`src/common/mem_pkg.sv`:
```
//--------------------------------------------------------------------------
// Shared types for the two-host memory subsystem. Request fields must stay
// stable for the cycle that req is high. Instruction requests are reads.
//--------------------------------------------------------------------------
`default_nettype none

package mem_pkg;

  // Default SRAM window, 64 kB from address zero
  parameter int          DEFAULT_MEM_BYTES = 65536;
  parameter logic [31:0] DEFAULT_MEM_START = 32'h0000_0000;

  // One request from a host port
  typedef struct packed {
    logic        req;
    logic        we;
    logic [3:0]  be;
    logic [31:0] addr;
    logic [31:0] wdata;
  } host_req_t;

  // Answer to a host, all fields valid one cycle after the request
  typedef struct packed {
    logic        gnt;
    logic        rvalid;
    logic        err;
    logic [31:0] rdata;
  } host_rsp_t;

  // Arbiter to RAM command
  // word_addr is the byte address without its two low bits
  typedef struct packed {
    logic        req;
    logic        we;
    logic [3:0]  be;
    logic [29:0] word_addr;
    logic [31:0] wdata;
  } mem_cmd_t;

  // Host served in the previous cycle
  typedef enum logic [1:0] {
    SRC_NONE  = 2'd0,
    SRC_INSTR = 2'd1,
    SRC_DATA  = 2'd2
  } grant_src_e;

endpackage

`default_nettype wire
```
`src/hdl/mem_arbiter.sv`:
```
//--------------------------------------------------------------------------
// Fixed priority, instruction fetch over data. MEM_BYTES must be a power of
// two and MEM_START aligned to it. Out-of-window requests get an error.
//--------------------------------------------------------------------------
`timescale 1ns/1ps
`default_nettype none

module mem_arbiter #(
  parameter int          MEM_BYTES = mem_pkg::DEFAULT_MEM_BYTES,
  parameter logic [31:0] MEM_START = mem_pkg::DEFAULT_MEM_START
) (
  input  logic               clk_sys,
  input  logic               rst_sys_n,
  input  mem_pkg::host_req_t instr_req_i,
  input  mem_pkg::host_req_t data_req_i,
  output mem_pkg::host_rsp_t instr_rsp_o,
  output mem_pkg::host_rsp_t data_rsp_o,
  output mem_pkg::mem_cmd_t  cmd_o,
  input  logic               ram_rvalid_i,
  input  logic [31:0]        ram_rdata_i,
  output logic [3:0]         led_o
);

  localparam logic [31:0] ADDR_MASK = 32'(MEM_BYTES - 1);

  logic                sel_instr;
  logic                sel_data;
  logic                any_req;
  logic [31:0]         sel_addr;
  logic                in_window;
  mem_pkg::grant_src_e src_d;
  mem_pkg::grant_src_e src_q;
  logic                oow_d;
  logic                oow_q;
  logic                led_wr;
  logic [3:0]          led_d;
  logic [3:0]          led_q;

  // Response for one port, zero unless that port was served last cycle
  function automatic mem_pkg::host_rsp_t form_rsp(
    input logic        hit,
    input logic        oow,
    input logic        ram_valid,
    input logic [31:0] ram_data
  );
    mem_pkg::host_rsp_t rsp;
    rsp.gnt    = hit;
    rsp.rvalid = hit & (oow | ram_valid);
    rsp.err    = hit & oow;
    rsp.rdata  = (hit && !oow) ? ram_data : 32'h0;
    return rsp;
  endfunction

  // Instruction fetch wins when both ports request
  assign sel_instr = instr_req_i.req;
  assign sel_data  = data_req_i.req & ~instr_req_i.req;
  assign any_req   = instr_req_i.req | data_req_i.req;
  assign sel_addr  = sel_instr ? instr_req_i.addr : data_req_i.addr;

  // Window check on the upper address bits
  assign in_window = (sel_addr & ~ADDR_MASK) == MEM_START;

  // RAM is only touched for in-window accesses
  always_comb begin
    cmd_o.req       = any_req & in_window;
    cmd_o.we        = sel_data & data_req_i.we;
    cmd_o.be        = sel_data ? data_req_i.be : 4'b0000;
    cmd_o.word_addr = sel_addr[31:2];
    cmd_o.wdata     = sel_data ? data_req_i.wdata : 32'h0;
  end

  always_comb begin
    if (sel_instr) begin
      src_d = mem_pkg::SRC_INSTR;
    end else if (sel_data) begin
      src_d = mem_pkg::SRC_DATA;
    end else begin
      src_d = mem_pkg::SRC_NONE;
    end
  end

  assign oow_d = any_req & ~in_window;

  // Remember who was served and whether it missed the window
  always_ff @(posedge clk_sys or negedge rst_sys_n) begin
    if (!rst_sys_n) begin
      src_q <= mem_pkg::SRC_NONE;
      oow_q <= 1'b0;
    end else begin
      src_q <= src_d;
      oow_q <= oow_d;
    end
  end

  // Grant, valid and data go back to the recorded port only
  assign instr_rsp_o = form_rsp(src_q == mem_pkg::SRC_INSTR, oow_q,
                                ram_rvalid_i, ram_rdata_i);
  assign data_rsp_o  = form_rsp(src_q == mem_pkg::SRC_DATA, oow_q,
                                ram_rvalid_i, ram_rdata_i);

  // LED capture on a granted in-window data write
  assign led_wr = sel_data & data_req_i.we & in_window;

  // Highest enabled byte wins, low nibble only
  always_comb begin
    led_d = led_q;
    for (int i = 0; i < 4; i++) begin
      if (data_req_i.be[i]) begin
        led_d = data_req_i.wdata[i*8 +: 4];
      end
    end
  end

  always_ff @(posedge clk_sys or negedge rst_sys_n) begin
    if (!rst_sys_n) begin
      led_q <= 4'b0000;
    end else if (led_wr) begin
      led_q <= led_d;
    end
  end

  assign led_o = led_q;

endmodule

`default_nettype wire

```
`config.mk`:
```
export PLATFORM = sky130hd
export DESIGN_NAME = mem_arbiter
export DESIGN_NICKNAME = d
export VERILOG_FILES = /design/src/common/mem_pkg.sv /design/src/hdl/mem_arbiter.sv
export SDC_FILE = /design/constraint.sdc
export NUM_CORES = 1
export LEC_CHECK = 0
export BUFFER_PORTS_ARGS = -buffer_cell sky130_fd_sc_hd__buf_4
export CAP_MARGIN = 40
export CORE_AREA = 8 8 117 119
export CTS_BUF_LIST = sky130_fd_sc_hd__clkbuf_8
export DETAILED_ROUTE_END_ITERATION = 12
export DIE_AREA = 0 0 125 127
export HOLD_SLACK_MARGIN = 0.02
export PLACE_DENSITY = 0.46
export SLEW_MARGIN = 20
export SYNTH_ARGS = -nofsm -noshare
export SYNTH_HDL_FRONTEND = slang
export SYNTH_SLANG_ARGS = --single-unit
```
`constraint.sdc`:
```
create_clock -name clk_sys -period 3.4 [get_ports clk_sys]
set_input_delay 0.51 -clock clk_sys [delete_from_list [all_inputs] [get_ports clk_sys]]
set_output_delay 0.51 -clock clk_sys [all_outputs]
set_load 0.02 [all_outputs]
```
==> After elaboration in Yosys (flattened, before gate mapping) <==
Cells that the tools add are included.
{ "totals": {"input_bits": 175, "mem_bits_rw": 0, "word_cells": 35, "rom_bits": 0, "latch_bits": 0, "regBits": 7, "n_memories": 0} }
{ "op_classes": {"add_sub_neg": 0, "mul": 0, "mux": 11, "n_eq_ne": 2, "n_shift": 0, "reduce_logical": 6, "bitwise_logic": 13, "n_div": 0, "order_cmp": 0} }
{ "ops": {"columns": ["op", "count"], "rows": [
  ["32-bit two-way mux", 4],
  ["32-bit zero test", 1],
  ["4-bit two-way mux", 5],
  ["1-bit bitwise AND", 9],
  ["2-bit two-way mux", 2],
  ["4-bit nonzero test", 1],
  ["2-bit by 1-bit == test with 1-bit output (second input constant)", 1],
  ["2-bit == test (second input constant)", 1],
  ["1-bit logical AND", 2],
  ["1-bit NOT", 2],
  ["1-bit bitwise OR", 2],
  ["2-bit AND reduction", 1],
  ["1-bit zero test", 1]
]} }

==> Depth between registers and ports, before layout <==
{ "depth": {"word_depth": 5, "depth_mapped": 5, "mapped_depth_nobuf": 4} }

==> Worst setup path before layout <==
OpenSTA, ideal clock, no wires.
{ "synth_path": {"path_type": "input to output", "start": "input port instr_req_i[69] (netlist bit)", "end": "output port cmd_o[67] (netlist bit)", "t_required_ps": 2890, "setup_slack_ps": 1303, "path_stages": 5, "arrival_ps": 1587, "path_cell_list": "buf_6 -> nor4_2 -> nand4_1 -> a21oi_1 -> nor2b_1"} }
{ "synth_lines": {"columns": ["item", "line_no", "text"], "rows": [
  ["from (decl)", "mem_arbiter.sv:14", "input mem_pkg::host_req_t instr_req_i,"],
  ["to (decl)", "mem_arbiter.sv:18", "output mem_pkg::mem_cmd_t cmd_o,"]
]} }

==> impl_results.html <==
<table>
<tr><th>Metric</th><th>Value</th></tr>
<tr><th colspan="2">Outcome</th></tr>
<tr><td>Status</td><td>finished clean</td></tr>
<tr><th colspan="2">Floorplan</th></tr>
<tr><td>Die outline width</td><td>125 microns</td></tr>
<tr><td>Standard-cell row count</td><td>40</td></tr>
<tr><td>Vertical die dimension</td><td>127 microns</td></tr>
<tr><td>Die ar.</td><td>15,900 sq um</td></tr>
<tr><td>Initial core utilization</td><td>0.134</td></tr>
<tr><td>CORE AREA</td><td>11,800 sq um</td></tr>
<tr><td>Top-Level Pins</td><td>317</td></tr>
<tr><th colspan="2">Power</th></tr>
<tr><td>Sw Ratio</td><td>0.365</td></tr>
<tr><td>Part of the power in the clock network</td><td>0.184</td></tr>
<tr><td>Worst voltage drop across the vdd grid</td><td>0.0766 mV</td></tr>
<tr><td>Total power divided by cell area</td><td>159 nW/um^2</td></tr>
<tr><td>Switching component of the power</td><td>222 uW</td></tr>
<tr><td>Combinational fraction of design power</td><td>0.674</td></tr>
<tr><td>Sequential share of power</td><td>0.142</td></tr>
<tr><td>Internal</td><td>387 uW</td></tr>
<tr><td>Pleak</td><td>2.08 nW</td></tr>
<tr><th colspan="2">Route</th></tr>
<tr><td>Total length of routed wires</td><td>10.1 mm</td></tr>
<tr><td>Number of vias in the routed layout</td><td>2,442</td></tr>
<tr><td>Routed Antenna Nets</td><td>0</td></tr>
<tr><td>Detailed-route wire length per cell</td><td>16.4 microns</td></tr>
<tr><td>Number of optimization iterations in the first detailed-route pass</td><td>4</td></tr>
<tr><td>Post-route DRC</td><td>0</td></tr>
<tr><td>Via density per instance</td><td>3.94</td></tr>
<tr><td>Detailed Route Iter0 Violations</td><td>47</td></tr>
<tr><th colspan="2">Logic synthesis</th></tr>
<tr><td>Number of different library cells in the post-synthesis netlist</td><td>21</td></tr>
<tr><td>Netlist Area Pre-Place</td><td>1580 sq um</td></tr>
<tr><td>Post-Synthesis Net Count</td><td>382</td></tr>
<tr><td>Sequential area share after synthesis</td><td>0.111</td></tr>
<tr><td>Syn_area_per_cell</td><td>7.64 sq um</td></tr>
<tr><td>Post-synthesis instance total</td><td>207</td></tr>
<tr><td>Warning count from the yosys run</td><td>0</td></tr>
<tr><td>FF+latch count, synth</td><td>7</td></tr>
<tr><th colspan="2">Clocking</th></tr>
<tr><td>Number of buffers on the longest clock path</td><td>2</td></tr>
<tr><td>H-tree depth</td><td>1</td></tr>
<tr><td>Clock latency of the later-clocked register in the worst-skew pair</td><td>0.22 ns</td></tr>
<tr><td>Clock transition at path regs</td><td>0.04 ns</td></tr>
<tr><td>Clock sinks</td><td>7</td></tr>
<tr><td>CTS tree</td><td>done</td></tr>
<tr><td>Number of buffers created by CTS</td><td>3</td></tr>
<tr><td>CTS resizes</td><td>0</td></tr>
<tr><td>Post CTS Setup Buffer Count</td><td>0</td></tr>
<tr><td>Clock root buffer</td><td>clkbuf_8</td></tr>
<tr><td>Number of buffers added to fix hold violations after cts</td><td>0</td></tr>
<tr><th colspan="2">Timing</th></tr>
<tr><td>Maximum clock frequency</td><td>0.394 GHz</td></tr>
<tr><td>TNS Setup</td><td>0 ns</td></tr>
<tr><td>Rel. slew slack</td><td>0.648</td></tr>
<tr><td>Setup repair after global routing missed its margin</td><td>false</td></tr>
<tr><td>Worst Skew</td><td>0 ns</td></tr>
<tr><td>Final-report max-slew violation count</td><td>0</td></tr>
<tr><td>Ratio of final minimum period to clock period</td><td>0.746</td></tr>
<tr><td>Tmin final</td><td>2.54 ns</td></tr>
<tr><td>Transition time at the pin with the least slew margin</td><td>0.523 ns</td></tr>
<tr><td>Final Hold Fails</td><td>0</td></tr>
<tr><td>Setup violators final</td><td>0</td></tr>
<tr><th colspan="2">Setup path</th></tr>
<tr><td>Kind of critical path</td><td>in -&gt; out</td></tr>
<tr><td>Reg-to-reg slack, setup</td><td>2.61 ns</td></tr>
<tr><td>Cells along the critical path</td><td>buf_4, nor4b_2, nand4_1, a21oi_1, nor2b_1, buf_4</td></tr>
<tr><td>Data arrival time at the worst-slack endpoint</td><td>2.03 ns</td></tr>
<tr><td>WP data required</td><td>2.89 ns</td></tr>
<tr><td>Crit path largest cell delay</td><td>0.38 ns</td></tr>
<tr><td>Element type at the critical path start</td><td>input pin</td></tr>
<tr><td>Worst path slowest cell</td><td>buf_4</td></tr>
<tr><td>Maximum fanout along the worst path</td><td>37</td></tr>
<tr><td>Cell mode on critical path</td><td>buf_4</td></tr>
<tr><td>Crit end category</td><td>primary output</td></tr>
<tr><th colspan="2">Cells and area</th></tr>
<tr><td>Layout Area Growth over Synthesis</td><td>142%</td></tr>
<tr><td># nets final</td><td>649</td></tr>
<tr><td>Number of filler cells placed in the layout</td><td>1,256</td></tr>
<tr><td>Antenna Cells</td><td>0</td></tr>
<tr><td>Fraction of the core area covered by cells at the end of the flow</td><td>0.324</td></tr>
<tr><td>Layout cell share with drive strength beyond 1</td><td>0.674</td></tr>
<tr><th colspan="2">Placement</th></tr>
<tr><td>Total of buffers placed on input and output ports</td><td>275</td></tr>
<tr><td>Final Wtd Congestion</td><td>0.722</td></tr>
<tr><td>Placed wire-length estimate after detailed placement</td><td>9.14 mm</td></tr>
<tr><th colspan="2">GRT</th></tr>
<tr><td>Number of antenna violations at the first check in global routing</td><td>0</td></tr>
<tr><td>First-pass GRT wire length</td><td>15.3 mm</td></tr>
<tr><td>Gr usage total</td><td>0.119</td></tr>
<tr><td>Pin count of the biggest net entering global routing</td><td>38</td></tr>
<tr><td>Global route total overflow</td><td>0</td></tr>
<tr><td>Via count of the first global-routing pass</td><td>2,761</td></tr>
<tr><th colspan="2">Run</th></tr>
<tr><td>Max Cap Violations</td><td>0</td></tr>
<tr><th colspan="2">Worst hold path</th></tr>
<tr><td>Worst min-delay path category</td><td>in -&gt; async</td></tr>
</table>
cell families (layout without fill, tap and decap cells):
kind of cell	count (synthesis)	in the layout	share of synthesized area
mux	42	42	0.296
compound gates	7	7	0.0380
buf+inv	19	285	0.0498
flops	7	7	0.111
simple gates	132	132	0.506
per-layer routing:
| metal | part of all wire | vias up | track usage |
|---|---|---|---|
| met1 | 0.36 | 1053 | 0.119 |
| met2 | 0.50 | 179 | 0.223 |
| met5 | 0 | - | 0 |
| li1 | - | 1208 | - |
| met3 | 0.13 | 2 | 0.0582 |
| met4 | 0.0035 | 0 | 0.0193 |
registers in the layout, indices dropped and copies added (netlist names):
signal,cells
oow_q,1
src_q,2
led_o,4
cells in the mapped netlist:
library cell | number | area (sq um)
a2111oi_4 | 1 | 27.5
a21oi_1 | 1 | 5.00
a22oi_1 | 1 | 7.51
and2_1 | 102 | 638
buf_6 | 1 | 11.3
clkbuf_1 | 15 | 56.3
dfrtp_1 | 7 | 175
inv_1 | 3 | 11.3
mux2_1 | 4 | 45.0
mux2_2 | 34 | 383
mux2i_1 | 4 | 40.0
nand2_1 | 5 | 18.8
nand2b_1 | 2 | 12.5
nand4_1 | 2 | 12.5
nor2_1 | 10 | 37.5
nor2b_1 | 2 | 12.5
nor3_1 | 3 | 15.0
nor4_1 | 4 | 25.0
nor4_2 | 1 | 12.5
nor4b_2 | 1 | 15.0
o21ai_0 | 4 | 20.0
worst paths after layout:
kind	from	endpoint	depth (start not counted)
min in group clk_sys	led_o[2]	led_o[2]	1
hold / removal	rst_sys_n	led_o[3]	1
setup / recovery	instr_req_i[69]	cmd_o[67]	6
setup reg to reg	led_o[1]	led_o[1]	1
max in group asynchronous	rst_sys_n	src_q[0]	1
hold reg to reg	led_o[2]	led_o[2]	1
area by class of cell:
cell class | instances | area (sq um) | area share
clock inverters | 1 | 3.75 | 0.000979
inverters | 3 | 11.3 | 0.00294
flip-flops and latches | 7 | 175 | 0.0457
multi-input cells | 181 | 1330 | 0.347
repair buffers | 278 | 2090 | 0.545
clock buffers | 3 | 41.3 | 0.0108
well taps | 147 | 184 | 0.0480
stage by stage:
stage,total power [mW],area [sq um],hold WS (ns),cells,worst slack [ns]
global route,0.649,3830,0.0885,620,0.713
global placement,0.503,3790,0.326,616,0.826
finish,0.609,3830,0.0893,620,0.863
CTS,0.621,3830,0.0850,620,0.826
detailed placement,0.505,3790,0.327,616,0.809
floorplan,0.260,1580,0.214,207,1.30
power groups by stage:
| stage | clock [mW] | combinational (mW) | sequential, mW |
|---|---|---|---|
| floorplan | 0 | 0.173 | 0.0876 |
| global placement | 0 | 0.415 | 0.0878 |
| detailed placement | 0 | 0.417 | 0.0880 |
| CTS | 0.116 | 0.418 | 0.0869 |
| global route | 0.121 | 0.440 | 0.0872 |
| finish | 0.112 | 0.411 | 0.0868 |
layout by cell type, fill, tap and decap left out, types with 2 or more instances in the layout:
cell type / n
nand2b_1: 2
dfrtp_1: 7
nor2_1: 10
inv_1: 4
mux2i_1: 4
buf_4: 278
mux2_1: 4
nor4_1: 4
o21ai_0: 4
nor3_1: 3
nand2_1: 5
clkbuf_8: 3
mux2_2: 34
and2_1: 102
nand4_1: 2
worst max-delay path, delay by kind of cell:
| family | cells | cell delay (ns) |
|---|---|---|
| and+or+nand+nor | 3 | 0.69 |
| buffers and inverters | 2 | 0.54 |
| AOI/OAI and AO/OA | 1 | 0.25 |
Power figures use the tool's default switching activity.
